## src/common/tx_link_pkg.sv

```systemverilog
/*
  tx link constants
  frame geometry, loop and pad tables per channel count, sync codes,
  transmit FIFO sizing and key debounce timing
*/

package tx_link_pkg;

  //////////////////////////////////////////////////////////////////////////
  // frame geometry
  localparam int HDR_WORDS     = 4;                        // sync + c&c words
  localparam int PAYLOAD_WORDS = 252;                      // samples + pad
  localparam int FRAME_WORDS   = HDR_WORDS + PAYLOAD_WORDS; // 256 words
  localparam int MAX_CHAN      = 7;                        // highest channel index
  localparam int CHAN_W        = 3;

  // loops = 252 / (3*(last_chan+1)+1), pad = 252 - loops*loop_len
  localparam logic [6:0] LOOP_TABLE [0:MAX_CHAN] =
    '{7'd63, 7'd36, 7'd25, 7'd19, 7'd15, 7'd13, 7'd11, 7'd10};
  localparam logic [5:0] PAD_TABLE [0:MAX_CHAN] =
    '{6'd0, 6'd0, 6'd2, 6'd5, 6'd12, 6'd5, 6'd10, 6'd2};

  //////////////////////////////////////////////////////////////////////////
  // header codes
  localparam logic [15:0] SYNC_WORD = 16'h7F7F;
  localparam logic [7:0]  SYNC_BYTE = 8'h7F;
  localparam int          ADDR_W    = 5;
  localparam logic [ADDR_W-1:0] MAX_ADDR = 5'd1;            // round robin wraps here

  //////////////////////////////////////////////////////////////////////////
  // transmit FIFO
  localparam int FIFO_DEPTH = 1024;
  localparam int FIFO_AW    = 11;                          // holds 0..FIFO_DEPTH
  localparam logic [FIFO_AW-1:0] FIFO_FULL  = FIFO_AW'(FIFO_DEPTH);
  localparam logic [FIFO_AW-1:0] ROOM_LIMIT = FIFO_AW'(FIFO_DEPTH - FRAME_WORDS);

  // start delay and key debounce
  localparam int START_DELAY = 32;                         // idle cycles
  localparam int DELAY_W     = 6;
  localparam logic [DELAY_W-1:0] DELAY_LAST = DELAY_W'(START_DELAY - 1);
  localparam int DEBOUNCE_CYCLES = 16;
  localparam int DB_W            = 5;
  localparam logic [DB_W-1:0] DB_LAST = DB_W'(DEBOUNCE_CYCLES - 1);

endpackage

```

## src/source/iq_mic_gather.sv

```systemverilog
/*
  iq/mic gather bank
  collects one iq beat per channel plus the channel 0 mic sample,
  then holds the set for the framer until it is acknowledged
*/

`timescale 1ns/1ps

module iq_mic_gather
(
  input  logic        IF_clk,
  input  logic        IF_reset,
  input  logic        sample_valid,
  input  logic [47:0] sample_iq,
  input  logic [15:0] sample_mic,
  input  logic [2:0]  last_chan,
  input  logic [2:0]  rd_chan,
  input  logic        set_ack,
  output logic        sample_ready,
  output logic        set_rdy,
  output logic [63:0] set_data
);

  logic [47:0] iq_bank [0:tx_link_pkg::MAX_CHAN];  // one entry per channel
  logic [15:0] mic_reg;                            // mic of channel 0 beat
  logic [2:0]  wr_idx;                             // next channel to store
  logic        beat;

  assign beat     = sample_valid && sample_ready;
  assign set_data = {iq_bank[rd_chan], mic_reg};

  ////////////////////////////////////////////////////////////////////////////
  // sample payload
  always_ff @(posedge IF_clk)
  begin
    if (beat)
      iq_bank[wr_idx] <= sample_iq;
    if (beat && (wr_idx == 3'd0))
      mic_reg <= sample_mic;
  end

  ////////////////////////////////////////////////////////////////////////////
  // set handshake with the framer
  always_ff @(posedge IF_clk)
  begin
    if (IF_reset)
    begin
      set_rdy      <= 1'b0;
      sample_ready <= 1'b0;                  // opens one cycle after reset
      wr_idx       <= '0;
    end
    else if (set_rdy)
    begin
      if (set_ack)                           // framer done with the set
      begin
        set_rdy      <= 1'b0;
        sample_ready <= 1'b1;
        wr_idx       <= '0;
      end
    end
    else if (beat)
    begin
      if (wr_idx == last_chan)               // set complete
      begin
        set_rdy      <= 1'b1;
        sample_ready <= 1'b0;
      end
      else
        wr_idx <= wr_idx + 3'd1;
    end
    else
      sample_ready <= 1'b1;
  end

endmodule

```

## config.mk

```make
export PLATFORM = sky130hd
export DESIGN_NAME = iq_mic_gather
export DESIGN_NICKNAME = d
export VERILOG_FILES = /design/src/common/tx_link_pkg.sv /design/src/source/iq_mic_gather.sv
export SDC_FILE = /design/constraint.sdc
export NUM_CORES = 1
export LEC_CHECK = 0
export BUFFER_PORTS_ARGS = -buffer_cell sky130_fd_sc_hd__buf_2
export CORE_MARGIN = 2
export CORE_UTILIZATION = 43
export DETAILED_ROUTE_END_ITERATION = 7
export MAX_ROUTING_LAYER = met4
export PLACE_DENSITY = 0.6
export SLEW_MARGIN = 25
export SYNTH_ARGS = -nofsm -noshare
export SYNTH_HDL_FRONTEND = slang
export SYNTH_SLANG_ARGS = --single-unit
```

## constraint.sdc

```tcl
create_clock -name IF_clk -period 5 [get_ports IF_clk]
set_input_delay 1 -clock IF_clk [delete_from_list [all_inputs] [get_ports IF_clk]]
set_output_delay 1 -clock IF_clk [all_outputs]
set_load 0.03 [all_outputs]
```

======== After elaboration in Yosys (flattened, before gate mapping) ========
Memory sizes are Yosys's and may differ from the RTL's.
Index checks and enable logic that the tools add are counted.
word-level totals
  register bits ........................... 21
  memory bits (writable) .................. 384
  word-level logic and storage cells ...... 30
  memories kept ........................... 1
memories
  memory   words  width  read ports  clocked after Yosys merged registers in  write ports  RTL line             RTL
  iq_bank  8      48     1           0                                        1            iq_mic_gather.sv:24  logic [47:0] iq_bank [0:tx_link_pkg::MAX_CHAN];
cells by class
  reductions and logical operators ........ 6
  eq/ne operators ......................... 4
  multiplexer cells ....................... 14
  add/subtract/negate cells ............... 1
operators with widths
  operator               number
  $mux W3                4
  $mux W1                10
  $ne A2 B2 Y1 const B   2
  $add A3 B1 Y3 const B  1
  $eq A3 B3 Y1           1
  $logic_not A3 Y1       1
  $ne A3 B2 Y1 const B   1
  $reduce_and A3 Y1      1
  $logic_and A1 B1 Y1    2
  $reduce_and A2 Y1      1
  $reduce_bool A2 Y1     1

======== Logic depth before layout (Yosys ltp) ========
  word-level depth ........................ 4
  depth in mapped cells ................... 5
  depth with buffers taken out ............ 4

======== Worst setup path after synthesis ========
No wires, ideal clock.
  path kind ............................... in2reg
  start ................................... in sample_valid
  end ..................................... mem iq_bank[0][0], enable pin
  arrival ................................. 4.664 ns
  stages .................................. 3
  setup slack ............................. -0.177 ns
  library setup time ...................... 0.513 ns
  path through ............................ nand2_1 -> or2_2 -> nor3_1
between the ends
  word-level cells in the longest chain between the ends .. 3
RTL lines
  element                        RTL line             RTL
  from (decl)                    iq_mic_gather.sv:13  input logic sample_valid,
  $logic_and A1 B1 Y1            iq_mic_gather.sv:29  assign beat = sample_valid && sample_ready;
  $mux W1                        iq_mic_gather.sv:36  if (beat)
  $mux W1 (implied by the code)  iq_mic_gather.sv:37  iq_bank[wr_idx] <= sample_iq;
  to (decl)                      iq_mic_gather.sv:24
No other way between the ends.

======== Worst setup path after layout ========
  start ................................... in rd_chan[0]
  end ..................................... out set_data[25]
between the ends
  word-level cells in the longest chain between the ends .. 1
RTL lines
  element         RTL line             RTL
  from (decl)     iq_mic_gather.sv:17  input logic [2:0] rd_chan,
  $mem_v2 Z8 W48  -
  to (decl)       iq_mic_gather.sv:21  output logic [63:0] set_data
No other way between the ends.

==> flow_summary.ini <==
[layout]
post_layout_instance_count_excluding_filler_cells = 1285
fillers = 2758
finalNetCount = 868
multi_input_area_um2 = 3162
max_ffs_per_register = 384
post_route_cells_drive_above_1_share = 0.4442
area_growth_from_synthesis_to_layout_pct = 17.78
n_antenna_cell = 0
mostFrequentLayoutCells = edfxtp_1 (400), buf_2 (136), mux4_2 (93), clkbuf_16 (43), mux2_4 (40)
seqCellArea_um2 = 12110
final_common_cell = edfxtp_1

[global_route]
antenna_found_initial = 0
number_of_global_route_vias_before_repair = 7675
grt_start_max_net_pins = 51
grt_util_all_layers = 0.1711
grt_pass1_wl_um = 46640
grt-ovfl-total = 0

[sta]
setup_total_negative_slack_ns = 0
finalSetupViolations = 0
maxSlewHeadroom = 0.3749
layout_worst_path_cycle_share = 0.7795
worst-slew-pin-transition_ns = 0.9346
hold_violations = 0
grt_setup_unrepaired = false
hold_slack_ns = 0.5459
timing.final.crit_period_ns = 3.898
maxClockFrequency_mhz = 256.6
final.setup_skew_ns = 0.01229
final_max_slew_viol_count = 0

[floorplanning]
core_um2 = 35480
area_of_the_die_um2 = 37440
dieWidth_um = 193.5
ios = 140
placementRows = 69
start_util = 0.4351
die_extent_in_y_um = 193.5

[drt]
detail_route.wirelength_um = 30420
detail_route.vias_per_cell = 5.316
vias = 6831
detail_route.wl_per_cell_um = 23.68
drc = 0
detailed_router_iteration_count_before_antenna_repair = 4
antenna_left = 0
detailedRoute.firstIterationViolations = 478

[clock_tree]
cts_tree = built
clkSlewWorstSetupHoldPaths_ns = 0.05
clk-insertion-delay-late_ns = 0.53
numCtsBuffers = 42
ctsHtreeMaxLevel = 2
cts.sink_count = 405
cts_resized = 0
cts_max_path_buffers = 3
root_buffer = clkbuf_16
post_cts_hold_buffer_count = 0
cts_setup_buffers = 0

[synth]
postSynthCellCount = 620
seq_total_area_yosys = 0.7844
cell_area_after_technology_mapping_um2 = 15440
yosysWarnings = 0
yosys_register_bits = 405
synth.lib_cells_used.distinct = 27
synth.net_count = 696
post_synth.cell_area_avg_um2 = 24.90

[worst_setup_path]
endpoint_kind = output pin
reg2reg_from = sample_ready
crit_path_max_fanout = 41
setup.reg_to_reg.worst_slack_ns = 2.61
setup.worst_path.end = set_data[25]
critical_path.startpoint = rd_chan[0]
number_of_cell_instances_on_the_worst_register_to_register_path = 4
worst-setup-path-type = in2out
req_time_crit_path_ns = 4.00
worst-endpoint-arrival_ns = 2.90
worst_r2r_endpoint = iq_bank[0][20]
critPathLaunchType = input port

[placed_design]
dpl.hpwl_um = 17110
io_buffer_count = 139
inst_count_dp = 1209
gp_congestion = 0.7265

[job]
max-cap-violations = 0

[pwr]
power.density_cell_area_nw_per_um2 = 401.0
leakage_uw = 0.006087
vdd.ir_drop.worst_uv = 281.8

[hold_path]
worst_hold_startpoint = wr_idx[2]
hold_path.class = reg2reg

[run_status]
run_status = finished clean
==> worst min-delay path by stage <==
stage / slack (ns) / depth (start not counted) / end
final: 0.55 / 2 / wr_idx[2]
after detailed placement: 0.53 / 2 / wr_idx[2]
after CTS: 0.54 / 2 / wr_idx[2]
after global placement: 0.50 / 2 / wr_idx[2]
after floorplan: 0.48 / 2 / wr_idx[2]
after global routing: 0.57 / 2 / wr_idx[2]
==> worst max-delay path, stage by stage <==
cell	delay [ns]
buf_6	0.47
buf_4	0.39
mux4_2	0.53
mux2_4	0.29
buf_2	0.18
==> kinds of logic after synthesis <==
| logic type | synth area share |
|---|---|
| buf+inv | 0.01491 |
| xor+xnor | 0.001702 |
| simple gates | 0.007618 |
| fa+ha+maj | 0.001620 |
| mux | 0.1874 |
| compound gates | 0.002269 |
| flops | 0.7844 |
==> synth_stat cells (all sizes together) <==
cell type  instances  share of area
or2                2        0.00081
nand4              1        0.00041
nand2b             1        0.00041
xnor2              3         0.0017
nor2               7         0.0017
clkbuf             9         0.0022
dfxtp              5         0.0065
inv                4        0.00097
nand2              9         0.0022
buf               20          0.012
mux4              96           0.14
a21oi              2        0.00065
mux2i              3         0.0019
a31oi              1        0.00041
a311oi             1        0.00057
and3b              1        0.00057
nor3               2        0.00065
ha                 2         0.0016
nand4b             1        0.00057
nand3              1        0.00032
edfxtp           400           0.78
mux2              48          0.045
o211a              1        0.00065
==> stage by stage <==
stage	utilization	setup slack, ns	area (um2)	power, uW
floorplan	-	0.05158	15440	4164
global placement	0.4725	1.077	16760	4305
detailed placement	0.4739	1.041	16820	4321
CTS	0.5124	1.042	18180	7390
global route	0.5125	0.9445	18180	7549
finish	0.5125	1.102	18180	7292
==> power breakdown <==
part	leakage (uW)	internal [uW]	switching (uW)	total, uW
clock network	0.000663	1830	1220	3050
logic	0.00177	187	262	449
registers	0.00366	3780	13.0	3790
total	0.00609	5790	1500	7290
==> area by class of cell <==
cell class / count / area share
Tap cell: 461 / 0.03172
Sequential cell: 405 / 0.6660
Inverter: 4 / 0.0008257
Clock inverter: 28 / 0.01493
Clock buffer: 48 / 0.06020
Timing Repair Buffer: 157 / 0.05243
Multi-Input combinational cell: 182 / 0.1739
==> metal layers <==
metal	track usage	wire length, um
met1	0.2153	12700
met2	0.2878	15760
met3	0.03295	1471
met4	0.04297	493
met5	-	0
No activity file was read; power rests on OpenSTA's default activity.
