===== src/common/tx_link_pkg.sv =====
/*
  tx link constants
  frame geometry, loop and pad tables per channel count, sync codes,
  transmit FIFO sizing and key debounce timing
*/

package tx_link_pkg;

  //////////////////////////////////////////////////////////////////////////
  // frame geometry
  localparam int HDR_WORDS     = 4;                        // sync + c&c words
  localparam int PAYLOAD_WORDS = 252;                      // samples + pad
  localparam int FRAME_WORDS   = HDR_WORDS + PAYLOAD_WORDS; // 256 words
  localparam int MAX_CHAN      = 7;                        // highest channel index
  localparam int CHAN_W        = 3;

  // loops = 252 / (3*(last_chan+1)+1), pad = 252 - loops*loop_len
  localparam logic [6:0] LOOP_TABLE [0:MAX_CHAN] =
    '{7'd63, 7'd36, 7'd25, 7'd19, 7'd15, 7'd13, 7'd11, 7'd10};
  localparam logic [5:0] PAD_TABLE [0:MAX_CHAN] =
    '{6'd0, 6'd0, 6'd2, 6'd5, 6'd12, 6'd5, 6'd10, 6'd2};

  //////////////////////////////////////////////////////////////////////////
  // header codes
  localparam logic [15:0] SYNC_WORD = 16'h7F7F;
  localparam logic [7:0]  SYNC_BYTE = 8'h7F;
  localparam int          ADDR_W    = 5;
  localparam logic [ADDR_W-1:0] MAX_ADDR = 5'd1;            // round robin wraps here

  //////////////////////////////////////////////////////////////////////////
  // transmit FIFO
  localparam int FIFO_DEPTH = 1024;
  localparam int FIFO_AW    = 11;                          // holds 0..FIFO_DEPTH
  localparam logic [FIFO_AW-1:0] FIFO_FULL  = FIFO_AW'(FIFO_DEPTH);
  localparam logic [FIFO_AW-1:0] ROOM_LIMIT = FIFO_AW'(FIFO_DEPTH - FRAME_WORDS);

  // start delay and key debounce
  localparam int START_DELAY = 32;                         // idle cycles
  localparam int DELAY_W     = 6;
  localparam logic [DELAY_W-1:0] DELAY_LAST = DELAY_W'(START_DELAY - 1);
  localparam int DEBOUNCE_CYCLES = 16;
  localparam int DB_W            = 5;
  localparam logic [DB_W-1:0] DB_LAST = DB_W'(DEBOUNCE_CYCLES - 1);

endpackage


===== src/tx_frame/tx_frame_ctrl.sv =====
/*
  tx frame controller
  writes sync, round-robin c&c, sample loops and zero pad into the tx FIFO,
  clears the FIFO and restarts when a frame no longer fits
*/

`timescale 1ns/1ps

module tx_frame_ctrl
(
  input  logic        IF_clk,
  input  logic        IF_reset,
  input  logic [10:0] fifo_used,
  input  logic        set_rdy,
  input  logic [63:0] set_data,
  input  logic [2:0]  last_chan,
  input  logic        clean_dot,
  input  logic        clean_dash,
  input  logic        clean_ptt,
  input  logic        adc_overload,
  input  logic [7:0]  merc_serial,
  input  logic [7:0]  penny_serial,
  input  logic [7:0]  ozy_serial,
  input  logic [11:0] penny_alc,
  output logic [15:0] fifo_wdata,
  output logic        fifo_wreq,
  output logic        fifo_clr,
  output logic        set_ack,
  output logic [2:0]  rd_chan
);

  typedef enum logic [3:0]
  {
    ST_IDLE,
    ST_SYNC1,
    ST_SYNC2,
    ST_CTL12,
    ST_CTL34,
    ST_WAIT_SET,
    ST_IQ1,
    ST_IQ2,
    ST_IQ3,
    ST_MIC,
    ST_ACK_WAIT,
    ST_LOOP_CHK,
    ST_PAD,
    ST_ERR
  } frame_state_t;

  frame_state_t state;
  frame_state_t state_next;

  logic [5:0]  delay_cnt;                    // start delay timer
  logic [4:0]  tx_addr;                      // round robin c&c address
  logic [6:0]  loop_cnt;                     // completed sample loops
  logic [5:0]  pad_cnt;                      // pad words written
  logic [6:0]  loop_num;
  logic [5:0]  pad_num;
  logic [15:0] c12_word;                     // c1,c2 of current address
  logic [15:0] c34_word;                     // c3,c4 of current address

  assign loop_num = tx_link_pkg::LOOP_TABLE[last_chan];
  assign pad_num  = tx_link_pkg::PAD_TABLE[last_chan];

  assign set_ack  = (state == ST_ACK_WAIT);  // held till set_rdy drops
  assign fifo_clr = (state == ST_ERR);       // single cycle, err always leaves

  ////////////////////////////////////////////////////////////////////////////
  // c&c payload per address
  always_comb
  begin
    case (tx_addr)
      5'd0:
      begin
        c12_word = {7'd0, adc_overload, merc_serial};
        c34_word = {penny_serial, ozy_serial};
      end
      5'd1:
      begin
        c12_word = {4'd0, penny_alc};        // alc upper nibble, then low byte
        c34_word = 16'd0;                    // alex reverse power, unused
      end
      default:
      begin
        c12_word = 16'd0;
        c34_word = 16'd0;
      end
    endcase
  end

  ////////////////////////////////////////////////////////////////////////////
  // counters and state register
  always_ff @(posedge IF_clk)
  begin
    if (IF_reset)
      state <= ST_IDLE;
    else
      state <= state_next;

    if (IF_reset || (state != ST_IDLE))
      delay_cnt <= '0;                       // restarts on each idle entry
    else
      delay_cnt <= delay_cnt + 6'd1;

    if (IF_reset)
      tx_addr <= '0;
    else if (state == ST_CTL34)              // advance once per frame
    begin
      if (tx_addr == tx_link_pkg::MAX_ADDR)
        tx_addr <= '0;
      else
        tx_addr <= tx_addr + 5'd1;
    end

    if (IF_reset || (state == ST_SYNC1))
      loop_cnt <= '0;
    else if (state == ST_LOOP_CHK)
      loop_cnt <= loop_cnt + 7'd1;

    if (IF_reset || (state == ST_SYNC1))
      pad_cnt <= '0;
    else if (state == ST_PAD)
      pad_cnt <= pad_cnt + 6'd1;

    if (IF_reset || (state == ST_WAIT_SET))
      rd_chan <= '0;
    else if ((state == ST_IQ3) && (rd_chan != last_chan))
      rd_chan <= rd_chan + 3'd1;             // next channel of the set
  end

  ////////////////////////////////////////////////////////////////////////////
  // next state and FIFO write
  always_comb
  begin
    state_next = state;
    fifo_wdata = 16'd0;
    fifo_wreq  = 1'b0;
    case (state)
      ST_IDLE:
      begin
        if (delay_cnt == tx_link_pkg::DELAY_LAST)
          state_next = ST_SYNC1;
      end

      ST_SYNC1:
      begin
        if (fifo_used > tx_link_pkg::ROOM_LIMIT)
          state_next = ST_ERR;               // no room for a whole frame
        else
        begin
          fifo_wdata = tx_link_pkg::SYNC_WORD;
          fifo_wreq  = 1'b1;
          state_next = ST_SYNC2;
        end
      end

      ST_SYNC2:
      begin
        fifo_wdata = {tx_link_pkg::SYNC_BYTE, tx_addr, clean_dot, clean_dash, clean_ptt};
        fifo_wreq  = 1'b1;
        state_next = ST_CTL12;
      end

      ST_CTL12:
      begin
        fifo_wdata = c12_word;
        fifo_wreq  = 1'b1;
        state_next = ST_CTL34;
      end

      ST_CTL34:
      begin
        fifo_wdata = c34_word;
        fifo_wreq  = 1'b1;
        state_next = ST_WAIT_SET;
      end

      ST_WAIT_SET:
      begin
        if (set_rdy)                         // sample set gathered
          state_next = ST_IQ1;
      end

      ST_IQ1:
      begin
        fifo_wdata = set_data[63:48];
        fifo_wreq  = 1'b1;
        state_next = ST_IQ2;
      end

      ST_IQ2:
      begin
        fifo_wdata = set_data[47:32];
        fifo_wreq  = 1'b1;
        state_next = ST_IQ3;
      end

      ST_IQ3:
      begin
        fifo_wdata = set_data[31:16];
        fifo_wreq  = 1'b1;
        if (rd_chan != last_chan)
          state_next = ST_IQ1;
        else
          state_next = ST_MIC;
      end

      ST_MIC:
      begin
        fifo_wdata = set_data[15:0];         // one mic word per loop
        fifo_wreq  = 1'b1;
        state_next = ST_ACK_WAIT;
      end

      ST_ACK_WAIT:
      begin
        if (!set_rdy)                        // gather bank released the set
          state_next = ST_LOOP_CHK;
      end

      ST_LOOP_CHK:
      begin
        if (loop_cnt != (loop_num - 7'd1))
          state_next = ST_WAIT_SET;
        else if (pad_num != 6'd0)
          state_next = ST_PAD;
        else
          state_next = ST_SYNC1;
      end

      ST_PAD:
      begin
        fifo_wreq = 1'b1;                    // zero words fill the frame
        if (pad_cnt == (pad_num - 6'd1))
          state_next = ST_SYNC1;
      end

      ST_ERR:
      begin
        state_next = ST_IDLE;                // FIFO cleared this cycle
      end

      default:
      begin
        state_next = ST_IDLE;
      end
    endcase
  end

endmodule


===== config.mk =====
export PLATFORM = sky130hd
export DESIGN_NAME = tx_frame_ctrl
export DESIGN_NICKNAME = d
export VERILOG_FILES = /design/src/common/tx_link_pkg.sv /design/src/tx_frame/tx_frame_ctrl.sv
export SDC_FILE = /design/constraint.sdc
export NUM_CORES = 1
export LEC_CHECK = 0
export BUFFER_PORTS_ARGS = -buffer_cell sky130_fd_sc_hd__buf_2
export CORE_UTILIZATION = 42
export DETAILED_ROUTE_END_ITERATION = 8
export PLACE_DENSITY = 0.81
export SYNTH_ARGS = -nofsm -noshare
export SYNTH_HDL_FRONTEND = slang
export SYNTH_SLANG_ARGS = --single-unit

===== constraint.sdc =====
create_clock -name IF_clk -period 2.6 [get_ports IF_clk]
set_clock_uncertainty 0.1 [all_clocks]
set_input_delay 0.52 -clock IF_clk [delete_from_list [all_inputs] [get_ports IF_clk]]
set_output_delay 0.52 -clock IF_clk [all_outputs]
set_load 0.03 [all_outputs]

# Yosys cells after proc, flatten, opt, wreduce, memory -nomap -nowiden
# Memories as Yosys holds them, arrays and structs flattened.
# Cells that the tools add are included.
[classes] eq_ne=22 bitwise_logic=1 add_sub_neg=7 reduce_logical=10 mux=20 n_lt_le_gt_ge=2
[ops] op="16-bit case mux with 8 select lines" n=1
[ops] op="4-bit case mux with 13 select lines" n=1
[ops] op="4-bit 2-to-1 mux" n=8
[ops] op="4-bit == test, second input constant" n=6
[ops] op="12-bit case mux with 2 select lines" n=1
[ops] op="4-bit by 3-bit == test with 1-bit output, second input constant" n=4
[ops] op="16-bit 2-to-1 mux" n=1
[ops] op="15-bit 2-to-1 mux" n=1
[ops] op="7-bit 2-to-1 mux" n=2
[ops] op="6-bit by 1-bit adder with 6-bit output, second input constant" n=2
[ops] op="6-bit 2-to-1 mux" n=2
[ops] op="11-bit by 10-bit > comparator with 1-bit output, second input constant" n=1
[ops] op="4-bit by 2-bit == test with 1-bit output, second input constant" n=2
[ops] op="8-bit OR reduction" n=1
[ops] op="7-bit by 1-bit adder with 7-bit output, second input constant" n=1
[ops] op="7-bit inequality test" n=1
[ops] op="7-bit by 1-bit subtractor with 7-bit output, second input constant" n=1
[ops] op="6-bit by 5-bit == test with 1-bit output, second input constant" n=1
[ops] op="6-bit == test" n=1
[ops] op="2-bit inequality test, second input constant" n=3
[ops] op="6-bit nonzero test" n=1
[ops] op="6-bit by 1-bit subtractor with 6-bit output, second input constant" n=1
[ops] op="5-bit by 1-bit adder with 5-bit output, second input constant" n=1
[ops] op="5-bit by 1-bit == test with 1-bit output, second input constant" n=1
[ops] op="other kinds (15)" n=17
[totals] output_inout_bits=22 n_memories=2 in_bits=121 register_bits=31 mem_bits_ro=104
[mem_list] name="(name not given)" depth=8 width=7 read_ports=1 rd_ports_with_merged_regs=0 write_ports=0 line_no="tx_frame_ctrl.sv:62" rtl="assign loop_num = tx_link_pkg::LOOP_TABLE[last_chan];"
[mem_list] name="(name not given)" depth=8 width=6 read_ports=1 rd_ports_with_merged_regs=0 write_ports=0 line_no="tx_frame_ctrl.sv:63" rtl="assign pad_num = tx_link_pkg::PAD_TABLE[last_chan];"

# Longest topological paths before layout
[depth] depth_word=8 mapped_depth=10 mapped_depth_nobuf=9

# Worst setup path after synthesis
# Ideal clock, no wire load.
[synth_timing] kind="input-to-reg" startpoint="input last_chan[1]" endpoint="register state[0]" t_arrival_ns=2.321 setup_slack_ns=0.083 cell_stages=10 path_cell_list="buf_4 inv_1 ha_1 mux2i_1 ha_1 xor2_1 o211ai_1 o31a_1 nand2b_4 a221oi_1"
[synth_between] elab_chain_cells=8 word_cells_on_any_way=19 cone_classes="add/sub: 2; eq/ne: 4; mux: 8; bitwise: 1; reduce/logical: 2; memory: 2"
[synth_rtl] item="from (decl)" line_no="tx_frame_ctrl.sv:16" rtl="input logic [2:0] last_chan,"
[synth_rtl] item="3-bit inverter with 4-bit output (implied by the code)" line_no="tx_frame_ctrl.sv:62, tx_frame_ctrl.sv:63"
[synth_rtl] item="memory 8 x 7 bit / memory 8 x 6 bit (equally long branches)"
[synth_rtl] item="7-bit 2-to-1 mux (implied by the code) / 6-bit 2-to-1 mux (equally long branches) (2 in series)" line_no="tx_frame_ctrl.sv:62, tx_frame_ctrl.sv:63"
[synth_rtl] item="7-bit by 1-bit subtractor with 7-bit output (tied with other cells)" line_no="tx_frame_ctrl.sv:223" rtl="if (loop_cnt != (loop_num - 7'd1))"
[synth_rtl] item="7-bit inequality test (tied with other cells)" line_no="tx_frame_ctrl.sv:223"
[synth_rtl] item="4-bit 2-to-1 mux / 2-bit by 1-bit inequality test with 1-bit output (equally long branches)"
[synth_rtl] item="4-bit case mux with 13 select lines / 4-bit AND reduction (equally long branches)"
[synth_rtl] item="to (signal assigned)" line_no="tx_frame_ctrl.sv:98" rtl="state <= state_next;"
[synth_rtl] item="to (decl)" line_no="tx_frame_ctrl.sv:50" rtl="frame_state_t state;"
# Several ways; a longest one is shown, not always the timed one. The select of a mux whose other input is x is not followed.
# A chain may end at the register's enable or synchronous reset.

# Worst setup path in the final report
[layout_timing] startpoint="register state[1]" endpoint="output fifo_wdata[10]"
[layout_between] elab_chain_cells=2 word_cells_on_any_way=9 cone_classes="eq/ne: 8; mux: 1"
[layout_rtl] item="4-bit == test (tied with other cells)" line_no="tx_frame_ctrl.sv:138" rtl="case (state)"
[layout_rtl] item="16-bit case mux with 8 select lines *" line_no="tx_frame_ctrl.sv:138"
[layout_rtl] item="to (decl)" line_no="tx_frame_ctrl.sv:25" rtl="output logic [15:0] fifo_wdata,"
# Every way passes the cells marked *; elsewhere a longest branch is shown, timed or not.

==> flow_metrics.env <==
export IMPL_run_status="finished, final reports clean"
export IMPL_gp_congestion=0.910
export IMPL_route_vias_total=3629
export IMPL_io_pins=143
export IMPL_via_per_inst=5.88
export IMPL_rows=29
export IMPL_detail_route_antenna_nets=0
export IMPL_cp_arrival_ns=1.96
export IMPL_pre_cts_ws_ns=-0.152
export IMPL_final_util_pct=66.8
export IMPL_worstPathRequired_ns=1.98
export IMPL_synth_simple_area_share_pct=27.0
export IMPL_grt_pass1_vias=3222
export IMPL_startpoint_type="flip-flop"
export IMPL_num_antenna_cells=0
export IMPL_slew_headroom_pct=50.5
export IMPL_grt_use_total_pct=27.5
export IMPL_crit_type="reg -> out"
export IMPL_rsz0062_at_grt="yes"
export IMPL_final_area_um2=4270
export IMPL_drcViolationCount=0
export IMPL_fill_cells=507
export IMPL_grt_max_degree=17
export IMPL_min_path_type="in -> reg"
export IMPL_synth_seq_area_share_pct=22.3
export IMPL_synthesis_area_um2=2780
export IMPL_finalWorstSetupSlack_ns=0.0168
export IMPL_nets=672
export IMPL_worst_setup_path_end_kind="output pin"
export IMPL_synthCells=357
export IMPL_syn_area_per_cell_um2=7.78
export IMPL_slew_viol_final=0
export IMPL_die_x_um=83.3
export IMPL_io_buffers=142
export IMPL_tightest_slew_ns=0.737
export IMPL_synth_xor_area_share_pct=10.4
export IMPL_min_period_over_period_pct=99.4
export IMPL_synth_edf_count=0
export IMPL_cts_buffers=5
export IMPL_hpwl_um=7470
export IMPL_p_leak_uw=0.00200
export IMPL_wl_per_cell_um=16.7
export IMPL_grt_pass1_wl_um=15600
export IMPL_max_freq_mhz=387
export IMPL_place_area_um2=3770
export IMPL_cts_sinks=31
export IMPL_synth_mux_area_fraction_pct=3.33
export IMPL_die_h_um=83.3
export IMPL_powerDensity_nw_per_um2=280
export IMPL_drive_gt1_share_pct=45.4
export IMPL_hold_viol_final=0
export IMPL_routed_wl_um=10300
export IMPL_synth_compound_area_share_pct=26.1
export IMPL_drtIter0Drc=383
export IMPL_h_tree_depth=2
export IMPL_grt_overflow_total=0
export IMPL_synth_fa_ha_area_share_pct=5.40
export IMPL_ys_ff_latch=31
export IMPL_cts_max_path_buffers=2
export IMPL_cts_root_buf="clkbuf_8"
export IMPL_ys_flop_type="dfxtp_1"
export IMPL_cts_tree="built"
export IMPL_synth_top_family_by_area="simple AND/OR/NAND/NOR gates"
export IMPL_area_growth_pct=53.5
export IMPL_async_flop_share_pct=0
export IMPL_die_area_um2=6950
export IMPL_yosysWarningCount=0
export IMPL_final_setup_tns_ns=0
export IMPL_maxCapViolations=0
export IMPL_setup_viol=0
export IMPL_peakVddDrop_v=0.000188
export IMPL_antenna_found_initial=0
export IMPL_synth_fp_nets=490
export IMPL_start_util_pct=43.5
export IMPL_drt_first_pass_iters=5
export IMPL_worstSkewPairLatency_ns=0.29
export IMPL_cts_clk_slew_worst_paths_ns=0.07
export IMPL_min_period_ns=2.58
export IMPL_fp_coreArea_um2=6390
export IMPL_synth_cell_types=59
export IMPL_cp_max_fo=6
==> where the power goes <==
| group | internal [uW] | switching [uW] |
|---|---|---|
| registers | 477 | 3.71 |
| logic | 117 | 103 |
| clock network | 310 | 184 |
| total | 904 | 291 |
==> cell usage after synthesis, types with 10 or more instances <==
library cell | instances | area share, %
a22o_1 | 13 | 4.1
xor2_1 | 24 | 7.6
dfxtp_1 | 31 | 22
a22oi_1 | 15 | 4.1
nor3_1 | 14 | 2.5
ha_1 | 12 | 5.4
nor2_1 | 46 | 6.2
a222oi_1 | 10 | 3.6
nand2_1 | 39 | 5.3
nand4_1 | 14 | 3.2
inv_1 | 11 | 1.5
==> state kept, by name, summed over array words and instances, names as in the netlist <==
| name | flops |
|---|---|
| delay_cnt | 6 |
| loop_cnt | 7 |
| pad_cnt | 6 |
| rd_chan | 3 |
| state | 4 |
| tx_addr | 5 |
==> logic make-up after synthesis <==
kind of cell | after synthesis
AO/OA/AOI/OAI | 91
buffers and inverters | 31
multiplexers | 9
flip-flops | 31
adder cells (fa/ha/maj) | 12
XOR/XNOR | 33
AND/OR/NAND/NOR | 150
==> cell type report <==
| type | instances | area, um^2 | share of cell area [%] |
|---|---|---|---|
| Clock buffer | 6 | 82.6 | 1.94 |
| Timing Repair Buffer | 195 | 1190 | 27.9 |
| Tap cell | 77 | 96.3 | 2.26 |
| Multi-Input combinational cell | 295 | 2180 | 51.2 |
| Inverter | 11 | 41.3 | 0.968 |
| Sequential cell | 31 | 634 | 14.9 |
| Clock inverter | 2 | 35.0 | 0.821 |
==> worst paths after layout <==
path                 from        endpoint  slack, ns  depth (start not counted)
min              IF_reset        state[0]       0.36                          2
min reg2reg  delay_cnt[0]    delay_cnt[0]       0.37                          1
max reg2reg      state[2]        state[1]       0.52                          8
max              state[1]  fifo_wdata[10]       0.02                          8
==> per-layer routing <==
layer  up-vias  global-route usage (%)  part of all wire, %
li1       1708                       -                    -
met1      1693                    34.9                   40
met2       197                    46.4                   49
met3        31                    5.47                  8.1
met4         0                    8.93                  2.8
met5         -                       0                    0
==> stage by stage <==
stage | total power, uW | hold slack (ns) | cells
2_1_floorplan | 574 | 0.330 | 357
3_3_place_gp | 698 | 0.346 | 594
3_5_place_dp | 703 | 0.357 | 594
4_1_cts | 1200 | 0.356 | 603
5_1_grt | 1240 | 0.370 | 617
6_report | 1200 | 0.357 | 617
==> repair_timing <==
item,in CTS,in global routing
setup endpoints to repair,15,17
pin swaps,3,13
cloned,0,1
setup buffers,1,13
hold buffers,0,0
gates resized for setup,33,35
==> worst max-delay path, stage by stage, from the launching register on <==
cell	delay, ns
dfxtp_4	0.37
or2_4	0.26
buf_4	0.15
nor4_4	0.23
buf_6	0.16
nor2_1	0.07
buf_4	0.16
nand4_1	0.07
buf_2	0.20
==> placed cells by master, fill, tap and decap left out, types with 11 or more instances in the layout <==
master / Yosys / routed
xor2_1: 24 / 24
buf_4: 4 / 48
ha_1: 12 / 11
nor3_1: 14 / 13
nor2_1: 46 / 45
nand2_1: 39 / 36
buf_2: 7 / 134
dfxtp_1: 31 / 24
nand4_1: 14 / 14
a22oi_1: 15 / 12
a22o_1: 13 / 13
Power figures use the tool's default switching activity.
