File: src/common/tx_link_pkg.sv
/*
  tx link constants
  frame geometry, loop and pad tables per channel count, sync codes,
  transmit FIFO sizing and key debounce timing
*/

package tx_link_pkg;

  //////////////////////////////////////////////////////////////////////////
  // frame geometry
  localparam int HDR_WORDS     = 4;                        // sync + c&c words
  localparam int PAYLOAD_WORDS = 252;                      // samples + pad
  localparam int FRAME_WORDS   = HDR_WORDS + PAYLOAD_WORDS; // 256 words
  localparam int MAX_CHAN      = 7;                        // highest channel index
  localparam int CHAN_W        = 3;

  // loops = 252 / (3*(last_chan+1)+1), pad = 252 - loops*loop_len
  localparam logic [6:0] LOOP_TABLE [0:MAX_CHAN] =
    '{7'd63, 7'd36, 7'd25, 7'd19, 7'd15, 7'd13, 7'd11, 7'd10};
  localparam logic [5:0] PAD_TABLE [0:MAX_CHAN] =
    '{6'd0, 6'd0, 6'd2, 6'd5, 6'd12, 6'd5, 6'd10, 6'd2};

  //////////////////////////////////////////////////////////////////////////
  // header codes
  localparam logic [15:0] SYNC_WORD = 16'h7F7F;
  localparam logic [7:0]  SYNC_BYTE = 8'h7F;
  localparam int          ADDR_W    = 5;
  localparam logic [ADDR_W-1:0] MAX_ADDR = 5'd1;            // round robin wraps here

  //////////////////////////////////////////////////////////////////////////
  // transmit FIFO
  localparam int FIFO_DEPTH = 1024;
  localparam int FIFO_AW    = 11;                          // holds 0..FIFO_DEPTH
  localparam logic [FIFO_AW-1:0] FIFO_FULL  = FIFO_AW'(FIFO_DEPTH);
  localparam logic [FIFO_AW-1:0] ROOM_LIMIT = FIFO_AW'(FIFO_DEPTH - FRAME_WORDS);

  // start delay and key debounce
  localparam int START_DELAY = 32;                         // idle cycles
  localparam int DELAY_W     = 6;
  localparam logic [DELAY_W-1:0] DELAY_LAST = DELAY_W'(START_DELAY - 1);
  localparam int DEBOUNCE_CYCLES = 16;
  localparam int DB_W            = 5;
  localparam logic [DB_W-1:0] DB_LAST = DB_W'(DEBOUNCE_CYCLES - 1);

endpackage

File: src/source/key_debounce.sv
/*
  key debouncer
  two-flop synchronizer and stability counter per key input
*/

`timescale 1ns/1ps

module key_debounce
(
  input  logic IF_clk,
  input  logic IF_reset,
  input  logic key_dot,
  input  logic key_dash,
  input  logic key_ptt,
  output logic clean_dot,
  output logic clean_dash,
  output logic clean_ptt
);

  logic [2:0] raw;                           // ptt, dash, dot
  logic [2:0] sync_a;
  logic [2:0] sync_b;
  logic [2:0] clean;
  logic [4:0] db_cnt [0:2];                  // stable cycles per key

  assign raw        = {key_ptt, key_dash, key_dot};
  assign clean_dot  = clean[0];
  assign clean_dash = clean[1];
  assign clean_ptt  = clean[2];

  always_ff @(posedge IF_clk)
  begin
    if (IF_reset)
    begin
      sync_a <= '0;
      sync_b <= '0;
      clean  <= '0;
      for (int k = 0; k < 3; k++)
        db_cnt[k] <= '0;
    end
    else
    begin
      sync_a <= raw;
      sync_b <= sync_a;
      for (int k = 0; k < 3; k++)
      begin
        if (sync_b[k] == clean[k])
          db_cnt[k] <= '0;                   // no change pending
        else if (db_cnt[k] == tx_link_pkg::DB_LAST)
        begin
          clean[k]  <= sync_b[k];            // held long enough, take it
          db_cnt[k] <= '0;
        end
        else
          db_cnt[k] <= db_cnt[k] + 5'd1;
      end
    end
  end

endmodule

File: config.mk
export PLATFORM = sky130hd
export DESIGN_NAME = key_debounce
export DESIGN_NICKNAME = d
export VERILOG_FILES = /design/src/common/tx_link_pkg.sv /design/src/source/key_debounce.sv
export SDC_FILE = /design/constraint.sdc
export NUM_CORES = 1
export LEC_CHECK = 0
export ABC_AREA = 1
export BUFFER_PORTS_ARGS = -buffer_cell sky130_fd_sc_hd__buf_2
export CELL_PAD_IN_SITES_DETAIL_PLACEMENT = 2
export CELL_PAD_IN_SITES_GLOBAL_PLACEMENT = 2
export CORE_MARGIN = 4
export CORE_UTILIZATION = 39
export CTS_CLUSTER_DIAMETER = 200
export CTS_CLUSTER_SIZE = 20
export DETAILED_ROUTE_END_ITERATION = 7
export GPL_TIMING_DRIVEN = 1
export PLACE_DENSITY = 0.9
export SETUP_SLACK_MARGIN = 0.02
export SYNTH_ARGS = -nofsm -noshare
export SYNTH_HDL_FRONTEND = slang
export SYNTH_SLANG_ARGS = --single-unit
File: constraint.sdc
create_clock -name IF_clk -period 2.6 [get_ports IF_clk]
set_input_delay 0.13 -clock IF_clk [delete_from_list [all_inputs] [get_ports IF_clk]]
set_output_delay 0.13 -clock IF_clk [all_outputs]
set_load 0.05 [all_outputs]
# Yosys cells after proc, flatten, opt, wreduce, memory -nomap -nowiden
# Memory sizes are Yosys's and may differ from the RTL's.
# Index checks and enable logic that the tools add are counted.
[word_totals] regBits=9 ram_bits=15 input_bits=5 out_inout_bits=3 memories=1
[memory_table] name="db_cnt" depth=3 width=5 rd=3 rd_ports_with_merged_regs=0 wr=3 line_no="key_debounce.sv:24" source="logic [4:0] db_cnt [0:2];"
[classes] addsub=3 eq_ne=6 n_mux=44 bitwise=12 n_reduce_logical=3
[op_table] op="two-way mux 5 bit" n=9
[op_table] op="two-way mux 1 bit" n=35
[op_table] op="adder 5 x 1 -> 5 bit, second input constant" n=3
[op_table] op="== test 5 x 4 -> 1 bit, second input constant" n=3
[op_table] op="bitwise OR 1 bit" n=9
[op_table] op="AND reduction 2 bit" n=3
[op_table] op="== test 1 bit" n=3
[op_table] op="NOT 1 bit" n=3

# Logic depth before layout (Yosys ltp)
# Gate-level depths: netlist of the first run.
[depth] depth_word=7 depth_mapped=7 ltp_nobuf=7

# Least setup slack after synthesis of the first run
# Ideal clock, no wire load.
[synth_path] kind="reg-to-reg" startpoint="memory db_cnt[2][0]" endpoint="memory db_cnt[2][3], data pin" setup_ns=0.147 arrival_ns=1.266 required_time_ns=2.453 slack_ns=1.187 path_stages_with_launch=8 path_buffers=0 path_cell_list="edfxtp_1 -> ha_1 -> nand2_1 -> nor2_1 -> ha_1 -> nor2_1 -> nand3_1 -> a21oi_1"
[synth_lines] item="start: declaration" line_no="key_debounce.sv:24"

==> results by group, run 1 <==
Timing
  • RSZ-0062 raised after global routing: false
  • Clock Skews: 11.4 ps
  • Setup ws final: 922 ps
  • Final Cycle Share: 64.6%
  • Final hold viol count: 0
  • Upper clock frequency limit: just under 600 MHz
  • Setup violators final: 0
  • Setup tns final: 0 ps
  • Final number of max-transition violations: 0
  • Min Tclk post-route: 1680 ps

Place
  • Pre-CTS setup slack: 872 ps
  • Placed Instances: 160
  • Hpwl dp: 1980 um
  • I/O Buffers: 7
  • Routability cong.: 0.747

Clock tree
  • Clock transition at the registers of the reported paths: 130 ps
  • Clock buffers created by TritonCTS: 3
  • Clock root buffer: clkbuf_4
  • Clk Latency, worst-skew pair: about 320 ps
  • Clock Path Buffers: 2
  • CTS tree: done
  • Cts repair resizes: 0
  • Number of post-CTS setup repair buffers: 0
  • Clock sinks: 24
  • # H-tree levels: 1

Synth
  • Post-Syn Area: 1080 um^2
  • Library cells used by synthesis: 16
  • Ranking of synthesized cells by area: edfxtp_1 (42%), dfxtp_1 (17%), nor2_1 (9.0%)
  • Seq/Total Area, Yosys: 58.3%
  • Post-synthesis instance total: 110
  • Ys Warns: 0
  • Synth area leader: edfxtp_1
  • Syn avg cell area: 9.84 um^2
  • #FFs+latches synth: 24
  • Top cell type's share of synthesized area: a little over two fifths

Detailed routing
  • DRT Wirelength: 2470 um
  • Routed via count: 777
  • Routed length per instance: 14.9 um
  • Remaining DRCs: 0
  • Detailed Routing Iterations Pass 1: 2
  • Post-detailed-route via-to-cell ratio: 4.68
  • DRT iter0 DRCs: 30
  • Detail Route Antenna Nets: 0

Critical path
  • WP buf/inv: 0
  • Crit-path most repeated cell: nor2_1
  • Setup CP Type: flop to flop
  • Crit Path Max Fanout: 5
  • Crit-path cells: ha_1 -> nand2_1 -> nor2_1 -> ha_1 -> nor2_1 -> nand3_1 -> nor2_1
  • Critical path's slowest cell: edfxtp_1
  • Worst setup EP type: flop
  • Critical Path AT: 1850 ps
  • Critical path required time: 2770 ps
  • Critical Path Source Type: flop
  • Largest stage delay, worst path: around 470 ps
  • Delay-heaviest family, CP: simple AND/OR/NAND/NOR gates

Min path
  • Worst min path class: primary input to flop

Power
  • Pwr/cell area: 558 nW/um^2
  • Leak pwr: 0.558 nW
  • P_sw: 0.151 mW
  • Net Sw Frac: a little over a fifth
  • Sequential Power Share: 61.0%
  • Worst VDD drop: 0.406 mV
  • P_int: 0.554 mW
  • Clock share of power: 32.6%
  • Comb pwr share: 6.4%

Floorplanning
  • I/O pin count: 8
  • Rows: 18
  • Core area: ~2600 um^2
  • Die height: 60.7 um
  • Initial Util: 42.2%
  • Die W: 60.7 um
  • Die ar.: 3680 um^2

Global route
  • Gr usage total: 15.3%
  • Largest net degree at the start of global routing: 15
  • Vias in the first global route: 857
  • Initial antenna violation count: 0
  • Global route total overflow: 0
  • First-pass GRT wire length: 3930 um

Layout
  • Storage cell area: 631 um^2
  • Number of diodes: 0
  • Share of layout cells above drive strength 1: 10.3%
  • Fill cell count: 282
  • Most frequent cells in the layout: nor2_1 (26), inv_1 (21), edfxtp_1 (15), conb_1 (15), nand2_1 (12)
  • Non-Filler Instances: 166
  • Multi-input gate area in the final layout: 414 um^2
  • Nets: about 150
  • Syn-to-layout area delta: 16.8%
  • Commonest non-fill, non-tap cell in the layout: nor2_1

Status
  • Outcome: finished, final reports clean

Flow run
  • Maxcap violations: 0
final timing paths:
check | startpoint | endpoint | slack (ps) | depth (start not counted)
hold reg to reg | sync_a[0]$_SDFF_PP0_ | sync_b[0]$_SDFF_PP0_ | 430 | 2
setup / recovery | db_cnt[2][0]$_SDFFCE_PN0P_ | db_cnt[2][2]$_SDFFCE_PN0P_ | 920 | 7
setup reg to reg | db_cnt[2][0]$_SDFFCE_PN0P_ | db_cnt[2][2]$_SDFFCE_PN0P_ | 920 | 7
hold / removal | key_dot | sync_a[0]$_SDFF_PP0_ | 40 | 3
flip-flops by register name, summed over array words and instances (netlist names):
| signal | count |
|---|---|
| sync_b | 3 |
| clean | 3 |
| db_cnt | 15 |
| sync_a | 3 |
stage by stage:
step | cell area [um^2] | util [%] | power [mW] | hold WS, ps
2_1_floorplan | 1130 | - | 0.467 | 237
5_1_grt | 1260 | 49.2 | 0.746 | 20.1
3_3_place_gp | 1200 | 46.6 | 0.474 | 334
6_report | 1260 | 49.2 | 0.705 | 44.8
4_1_cts | 1240 | 48.4 | 0.710 | 3.47
3_5_place_dp | 1200 | 46.6 | 0.481 | 358
worst min-delay path, stage by stage:
cell,delay [ps]
buf_2,100
inv_1,60
nor2_1,40
Yosys cell counts, drive strengths merged:
cell	n
buf	1
ha	6
nand4	3
nand2	12
a211oi	3
edfxtp	15
conb	1
dfxtp	9
xnor2	3
a21oi	3
nor2	27
inv	21
nand3	6
cell families after synthesis:
logic type	count (synthesis)	share of synthesized area, %
AOI/OAI and AO/OA	6	3.82
xor gates and xnor gates	3	2.43
adders and majority gates	6	6.94
buffers and inverters	22	8.32
DFF	24	58.3
other	1	0.346
and+or+nand+nor	48	19.9
power by group through the flow:
stage               clock, mW  combinational (mW)  sequential [mW]
floorplan                   0              0.0303            0.436
global placement            0              0.0372            0.437
detailed placement          0              0.0420            0.439
CTS                     0.237              0.0423            0.431
global route            0.261              0.0528            0.433
finish                  0.230              0.0448            0.430
repair_timing:
| action | CTS | global route |
|---|---|---|
| hold endpoints to repair | 0 | 2 |
| endpoints found under the setup margin | 0 | 0 |
| hold buffers | 0 | 2 |
area by class of cell:
cell class,count,share of cell area (%)
multi-input combinational,78,32.8
clock buffer,4,3.76
inverter,21,6.24
sequential,24,49.9
timing repair buffer,9,4.36
tap,30,2.97
routing by layer:
metal / global-route usage (%) / share of wire, %
met1: 15.0 / 37
met3: 4.68 / 3.8
met2: 30.7 / 58
met5: 0 / 0
met4: 3.72 / 0.85
No activity file was read; power rests on OpenSTA's default activity.
==> run 2, diff against run 1 <==
--- a/config.mk
+++ b/config.mk
@@ -10,12 +10,12 @@
 export CELL_PAD_IN_SITES_DETAIL_PLACEMENT = 2
 export CELL_PAD_IN_SITES_GLOBAL_PLACEMENT = 2
 export CORE_MARGIN = 4
-export CORE_UTILIZATION = 39
+export CORE_UTILIZATION = 37
 export CTS_CLUSTER_DIAMETER = 200
 export CTS_CLUSTER_SIZE = 20
 export DETAILED_ROUTE_END_ITERATION = 7
 export GPL_TIMING_DRIVEN = 1
-export PLACE_DENSITY = 0.9
+export PLACE_DENSITY = 0.86
 export SETUP_SLACK_MARGIN = 0.02
 export SYNTH_ARGS = -nofsm -noshare
 export SYNTH_HDL_FRONTEND = slang
==> constraint.sdc (replaced) <==
create_clock -name IF_clk -period 1.8 [get_ports IF_clk]
set_input_delay 0.09 -clock IF_clk [delete_from_list [all_inputs] [get_ports IF_clk]]
set_output_delay 0.09 -clock IF_clk [all_outputs]
set_load 0.05 [all_outputs]
==> run 2 against run 1 <==
  * Power increased by 32%
  * Critical path depth unchanged
  * Register-to-register slack got worse by 790 ps
  * Die area increased by 4.7%
  * Utilization decreased by 3.1 points
  * Clock power increased by 4%
==> results by group, run 2 (same netlist as run 1, synthesis figures left out) <==
Critical path
  • Crit-path cells: ha_1 -> nand2_1 -> nor2_1 -> ha_1 -> nor2_1 -> nand3_2 -> a21oi_1 (was ha_1 -> nand2_1 -> nor2_1 -> ha_1 -> nor2_1 -> nand3_1 -> nor2_1)
  • Critical path's slowest cell: edfxtp_1 (unchanged)
  • Delay-heaviest family, CP: adder cells (was simple AND/OR/NAND/NOR gates)
  • Critical path required time: 1960 ps (was 2770 ps)
  • Setup CP Type: flop to flop (unchanged)
  • Largest stage delay, worst path: 440 ps (was 470 ps)
  • Critical Path AT: 1820 ps (was 1850 ps)
  • Critical Path Source Type: flop (unchanged)
  • Worst setup EP type: flop (unchanged)
  • WP buf/inv: 0 (unchanged)
  • Crit Path Max Fanout: 5 (unchanged)

Detailed routing
  • Remaining DRCs: 0 (unchanged)
  • DRT Wirelength: 2290 um (was 2470 um)
  • Routed via count: 783 (was 777)
  • Post-detailed-route via-to-cell ratio: 4.61 (was 4.68)
  • Detail Route Antenna Nets: 0 (unchanged)
  • DRT iter0 DRCs: 22 (was 30)
  • Routed length per instance: 13.5 um (was 14.9 um)
  • Detailed Routing Iterations Pass 1: 4 (was 2)

Clock tree
  • Clk Latency, worst-skew pair: 310 ps (was 320 ps)
  • Clock root buffer: clkbuf_4 (unchanged)
  • Clock sinks: 24 (unchanged)
  • Clock transition at the registers of the reported paths: 120 ps (was 130 ps)
  • CTS tree: done (unchanged)
  • # H-tree levels: 1 (unchanged)
  • Clock buffers created by TritonCTS: 3 (unchanged)
  • Clock Path Buffers: 2 (unchanged)

Power
  • Leak pwr: 0.563 nW (was 0.558 nW)
  • Pwr/cell area: 725 nW/um^2 (was 558 nW/um^2)
  • Tot Pwr: 0.930 mW (was 0.705 mW)
  • Worst VDD drop: 0.713 mV (was 0.406 mV)

Floorplanning
  • Rows: 19 (was 18)
  • Die ar.: 3850 um^2 (was 3680 um^2)
  • Die height: 62.1 um (was 60.7 um)
  • Die W: 62.1 um (was 60.7 um)
  • Core area: 2780 um^2 (was 2570 um^2)
  • Initial Util: 38.9% (was 42.2%)
  • I/O pin count: 8 (unchanged)

Place
  • Placement Cell Area: 1200 um^2 (about the same)
  • I/O Buffers: 7 (unchanged)
  • Pre-CTS setup slack: 95.4 ps (was 872 ps)
  • Placed Instances: 161 (was 160)
  • Routability cong.: 0.664 (was 0.747)
  • Hpwl dp: 1790 um (was 1980 um)

Global route
  • Vias in the first global route: 895 (was 857)
  • Gr usage total: 13.9% (was 15.3%)
  • First-pass GRT wire length: 3790 um (was 3930 um)
  • Global route total overflow: 0 (unchanged)
  • Largest net degree at the start of global routing: 14 (was 15)
  • Initial antenna violation count: 0 (unchanged)

Layout
  • Nets: 151 (was 148)
  • Non-Filler Instances: 170 (was 166)
  • Syn-to-layout area delta: 18.5% (was 16.8%)
  • Commonest non-fill, non-tap cell in the layout: nor2_1 (unchanged)
  • Number of diodes: 0 (unchanged)
  • Final core occ: 46.1% (was 49.2%)
  • Share of layout cells above drive strength 1: 12.9% (was 10.3%)
  • Largest Register: db_cnt (unchanged)
  • Final instance area: 1280 um^2 (was 1260 um^2)
  • Number of flip-flops in the largest register: 15 (unchanged)
  • Most frequent cells in the layout: nor2_1 (26), inv_1 (21), edfxtp_1 (15), conb_1 (15), nand2_1 (12) (unchanged)
  • Fill cell count: 325 (was 282)

Timing
  • Final Cycle Share: 92.4% (was 64.6%)
  • Setup tns final: 0 ps (unchanged)
  • Final hold viol count: 0 (unchanged)
  • Min Tclk post-route: 1660 ps (was 1680 ps)
  • RSZ-0062 raised after global routing: false (unchanged)
  • Final Hold Slack: 118 ps (was 44.8 ps)
  • Setup ws final: 136 ps (was 922 ps)
  • Upper clock frequency limit: 601 MHz (was 596 MHz)
  • Setup violators final: 0 (unchanged)
  • Final number of max-transition violations: 0 (unchanged)
  • Clock Skews: 2.10 ps (was 11.4 ps)

Flow run
  • Maxcap violations: 0 (unchanged)

Min path
  • Worst min path class: primary input to flop (unchanged)

Status
  • Outcome: finished, final reports clean (unchanged)
-- run 2: final cells by class --
cell class                      instances  area, um^2  share of cell area, %
Inverter                               21        78.8                   6.15
Tap cell                               31        38.8                   3.02
Multi-Input combinational cell         78         428                   33.4
Clock buffer                            4        26.3                   2.05
Sequential cell                        24         631                   49.2
Timing Repair Buffer                   12        80.1                   6.24
-- run 2: worst reg2reg max path, stage by stage (launching register included) --
cell	delay, ps
edfxtp_1	440
ha_1	260
nand2_1	70
nor2_1	50
ha_1	220
nor2_1	140
nand3_2	150
a21oi_1	180
-- run 2: final timing paths --
path                                    from                    endpoint  slack, ps  cells after the start
setup reg to reg  db_cnt[1][0]$_SDFFCE_PN0P_  db_cnt[1][3]$_SDFFCE_PN0P_        140                      7
setup / recovery  db_cnt[1][0]$_SDFFCE_PN0P_  db_cnt[1][3]$_SDFFCE_PN0P_        140                      7
hold reg to reg         sync_a[0]$_SDFF_PP0_        sync_b[0]$_SDFF_PP0_        420                      2
hold / removal                      IF_reset        sync_a[2]$_SDFF_PP0_        120                      2
-- run 2: repair_timing --
item	4_1_cts	5_1_grt
endpoints found under the setup margin	0	8
hold buffers	3	0
resized for setup	0	3
buffers inserted	0	2
hold endpoints to repair	3	0
-- run 2: per-layer routing --
metal / up-vias / routed length, um / part of all wire, % / global-route usage (%)
met3: 2 / 56 / 2.4 / 3.72
met4: 0 / 17 / 0.74 / 2.73
met5: - / 0 / 0 / 0
met2: 8 / 1310 / 57 / 28.3
li1: 393 / - / - / -
met1: 380 / 911 / 40 / 13.9
-- run 2: report_power, final --
group          switching (mW)  internal [mW]
Clock                   0.153         0.0865
Sequential             0.0144          0.606
Combinational          0.0424         0.0279
Total                   0.210          0.720
==> run 3, diff against run 2 <==
--- a/config.mk
+++ b/config.mk
@@ -5,12 +5,11 @@
 export SDC_FILE = /design/constraint.sdc
 export NUM_CORES = 1
 export LEC_CHECK = 0
-export ABC_AREA = 1
 export BUFFER_PORTS_ARGS = -buffer_cell sky130_fd_sc_hd__buf_2
 export CELL_PAD_IN_SITES_DETAIL_PLACEMENT = 2
 export CELL_PAD_IN_SITES_GLOBAL_PLACEMENT = 2
 export CORE_MARGIN = 4
-export CORE_UTILIZATION = 37
+export CORE_UTILIZATION = 39
 export CTS_CLUSTER_DIAMETER = 200
 export CTS_CLUSTER_SIZE = 20
 export DETAILED_ROUTE_END_ITERATION = 7
@@ -20,3 +19,4 @@
 export SYNTH_ARGS = -nofsm -noshare
 export SYNTH_HDL_FRONTEND = slang
 export SYNTH_SLANG_ARGS = --single-unit
+export TNS_END_PERCENT = 20
==> run 3 against run 2 <==
  * Routed wire length decreased by 17%
  * Count of clock-buffer cells in the layout stayed put
  * Synthesized cell count fell by 25%
  * Power up 2.8%
==> results by group, run 3 <==
Place
  • I/O Buffers: 7 (unchanged)
  • Placement Cell Area: 1140 um^2 (was 1200 um^2)
  • Pre-CTS setup slack: 61.8 ps (was 95.4 ps)
  • Hpwl dp: 1460 um (was 1790 um)
  • Routability cong.: 0.724 (was 0.664)

Timing
  • Setup ws final: 74.2 ps (was 136 ps)
  • Final Cycle Share: 95.9% (was 92.4%)
  • Final number of max-transition violations: 0 (unchanged)
  • Final hold viol count: 0 (unchanged)
  • Setup violators final: 0 (unchanged)
  • RSZ-0062 raised after global routing: false (unchanged)
  • Min Tclk post-route: 1730 ps (was 1660 ps)
  • Clock Skews: 2.64 ps (was 2.10 ps)
  • Setup tns final: 0 ps (unchanged)
  • Upper clock frequency limit: 579 MHz (was 601 MHz)

Synth
  • Post-Syn Area: 1020 um^2 (was 1080 um^2)
  • Library cells used by synthesis: 14 (was 16)
  • Synth area leader: edfxtp_1 (unchanged)
  • Number of flops mapped to enable cells by yosys: 15 (unchanged)
  • Post-synth top cells: nor2_1 (18), edfxtp_1 (15), dfxtp_1 (9) (was nor2_1 (26), inv_1 (21), edfxtp_1 (15))
  • Seq/Total Area, Yosys: 61.5% (was 58.3%)
  • Ys Warns: 0 (unchanged)
  • Post-synthesis instance total: 83 (was 110)
  • Syn avg cell area: 12.3 um^2 (was 9.84 um^2)
  • #FFs+latches synth: 24 (unchanged)
  • Most instantiated library cell after synthesis: nor2_1 (unchanged)
  • Ranking of synthesized cells by area: edfxtp_1 (44%), dfxtp_1 (18%), ha_1 (7.3%) (was edfxtp_1 (42%), dfxtp_1 (17%), nor2_1 (9.0%))
  • Async S/R FF share, synth: 0% (unchanged)
  • Main flop type after synthesis: edfxtp_1 (unchanged)
  • Top cell type's share of synthesized area: 44.0% (was 41.6%)

Min path
  • Min-Delay Endpoint: sync_a[1]$_SDFF_PP0_ (was sync_a[2]$_SDFF_PP0_)
  • Worst min path class: primary input to flop (unchanged)
  • Worst hold path stage count: 2 (unchanged)
  • Hold_sp: key_dash (was IF_reset)

Layout
  • Largest Register: db_cnt (unchanged)
  • Fill cell count: 262 (was 325)
  • Most frequent cells in the layout: nor2_1 (17), edfxtp_1 (15), conb_1 (15) (was nor2_1 (26), inv_1 (21), edfxtp_1 (15), conb_1 (15), nand2_1 (12))
  • Final instance area: 1220 um^2 (was 1280 um^2)
  • Syn-to-layout area delta: 19.0% (was 18.5%)
  • Number of flip-flops in the largest register: 15 (unchanged)
  • Commonest non-fill, non-tap cell in the layout: nor2_1 (unchanged)
  • Nets: 123 (was 151)
  • Final core occ: 48.8% (was 46.1%)
  • Share of layout cells above drive strength 1: 18.0% (was 12.9%)
  • Number of diodes: 0 (unchanged)

Critical path
  • Worst setup EP type: flop (unchanged)
  • Crit-path cells: ha_2 -> and3_1 -> ha_1 -> or3_4 -> nor2_1 (was ha_1 -> nand2_1 -> nor2_1 -> ha_1 -> nor2_1 -> nand3_2 -> a21oi_1)
  • Reg2reg setup slack: 70 ps (was 140 ps)
  • Critical Path AT: 1910 ps (was 1820 ps)
  • Critical Path Source Type: flop (unchanged)
  • Setup CP Type: flop to flop (unchanged)
  • Crit Path Max Fanout: 5 (unchanged)
  • Critical path required time: 1980 ps (was 1960 ps)
  • FF-to-FF path depth: 5 (was 7)
  • Worst reg2reg path endpoint: db_cnt[2][3]$_SDFFCE_PN0P_ (was db_cnt[1][3]$_SDFFCE_PN0P_)
  • Largest stage delay, worst path: 450 ps (was 440 ps)
  • Critical path's slowest cell: edfxtp_1 (unchanged)
  • R2r startpoint: db_cnt[2][0]$_SDFFCE_PN0P_ (was db_cnt[1][0]$_SDFFCE_PN0P_)

Global route
  • Largest net degree at the start of global routing: 14 (unchanged)
  • First-pass GRT wire length: 3160 um (was 3790 um)
  • Gr usage total: 12.2% (was 13.9%)
  • Global route total overflow: 0 (unchanged)
  • Vias in the first global route: 732 (was 895)
  • Initial antenna violation count: 0 (unchanged)

Detailed routing
  • Post-detailed-route via-to-cell ratio: 4.60 (was 4.61)
  • Detailed Routing Iterations Pass 1: 1 (was 4)
  • Routed via count: 649 (was 783)
  • Remaining DRCs: 0 (unchanged)
  • Routed length per instance: 13.5 um (about the same)
  • DRT Wirelength: 1910 um (was 2290 um)
  • Detail Route Antenna Nets: 0 (unchanged)
  • DRT iter0 DRCs: 0 (was 22)

Flow run
  • Maxcap violations: 0 (unchanged)

Power
  • Worst VDD drop: 0.497 mV (was 0.713 mV)
  • Tot Pwr: 0.956 mW (was 0.930 mW)
  • Pwr/cell area: 784 nW/um^2 (was 725 nW/um^2)
  • Leak pwr: 0.512 nW (was 0.563 nW)

Clock tree
  • # H-tree levels: 1 (unchanged)
  • Clk Latency, worst-skew pair: 310 ps (about the same)
  • CTS tree: done (unchanged)
  • Clock Path Buffers: 2 (unchanged)
  • Clock transition at the registers of the reported paths: 130 ps (was 120 ps)
  • Clock buffers created by TritonCTS: 3 (unchanged)
  • Clock sinks: 24 (unchanged)
  • Clock root buffer: clkbuf_4 (unchanged)

Floorplanning
  • Die ar.: 3510 um^2 (was 3850 um^2)
  • Core area: 2500 um^2 (was 2780 um^2)
  • I/O pin count: 8 (unchanged)
  • Initial Util: 41.0% (was 38.9%)
  • Rows: 18 (was 19)
  • Die W: 59.3 um (was 62.1 um)
  • Die height: 59.3 um (was 62.1 um)

Status
  • Outcome: finished, final reports clean (unchanged)
-- run 3: cell count changes in the layout (fill, tap and decap cells not counted), sizes merged, moves of 6 or more --
| cell | before | now |
|---|---|---|
| inv | 21 | 6 |
| nand2 | 12 | 0 |
| nor2 | 27 | 18 |
| nor2b | 0 | 6 |
-- run 3: cells by family (layout without fill, tap and decap cells) --
family	after synthesis	in the layout	share of synthesized area [%]
flip-flops	24	24	61.5
AND/OR/NAND/NOR	33	33	16.8
adder cells (fa/ha/maj)	6	6	7.33
XOR/XNOR	9	9	7.69
buffers and inverters	7	21	3.30
multiplexers	3	3	2.93
other	1	15	0.366
-- run 3: metrics by stage --
stage / cells / hold WS (ps)
floorplan: 97 / 218
global placement: 133 / 302
detailed placement: 133 / 307
CTS: 139 / 1.37
global route: 141 / 22.2
finish: 141 / 11.5
-- run 3: report_power, final --
part,leakage (nW),total [mW],switching [mW],internal [mW]
logic,0.263,0.0578,0.0300,0.0277
registers,0.229,0.618,0.0130,0.605
clock network,0.0210,0.281,0.157,0.123
total,0.512,0.956,0.200,0.756
-- run 3: layout make-up --
type / instances / area [um^2] / share of cell area, %
multi-input cells: 66 / 423 / 34.7
well taps: 30 / 37.5 / 3.08
flip-flops and latches: 24 / 631 / 51.7
inverters: 6 / 22.5 / 1.85
clock buffers: 4 / 36.3 / 2.97
repair buffers: 11 / 70.1 / 5.74
-- run 3: per-layer routing --
metal  track usage, %  routed length (um)  up-vias
li1                 -                   -      316
met5                0                   0        -
met3             1.96                  49        0
met2             23.4                1090        7
met4             2.91                   0        0
met1             13.8                 770      326
-- run 3: worst max path at each step --
stage                                     from                         end  cells past startpoint
global route        db_cnt[1][0]$_SDFFCE_PN0P_  db_cnt[1][2]$_SDFFCE_PN0P_                      5
detailed placement  db_cnt[2][0]$_SDFFCE_PN0P_  db_cnt[2][0]$_SDFFCE_PN0P_                      5
floorplan           db_cnt[2][0]$_SDFFCE_PN0P_  db_cnt[2][2]$_SDFFCE_PN0P_                      5
finish              db_cnt[2][0]$_SDFFCE_PN0P_  db_cnt[2][3]$_SDFFCE_PN0P_                      5
CTS                 db_cnt[2][0]$_SDFFCE_PN0P_  db_cnt[2][3]$_SDFFCE_PN0P_                      5
global placement    db_cnt[2][0]$_SDFFCE_PN0P_  db_cnt[2][3]$_SDFFCE_PN0P_                      5
-- run 3: timing repair --
action | CTS | global route
hold endpoints to repair | 2 | 0
endpoints found under the setup margin | 0 | 12
hold buffers | 2 | 0
buffers inserted | 0 | 2
gates resized for setup | 0 | 4
-- run 3: worst max-delay path, delay by kind of cell, from the launching register on --
kind,cells,cell delay (ps)
and+or+nand+nor,3,700
adders and majority gates,2,430
DFF,1,450
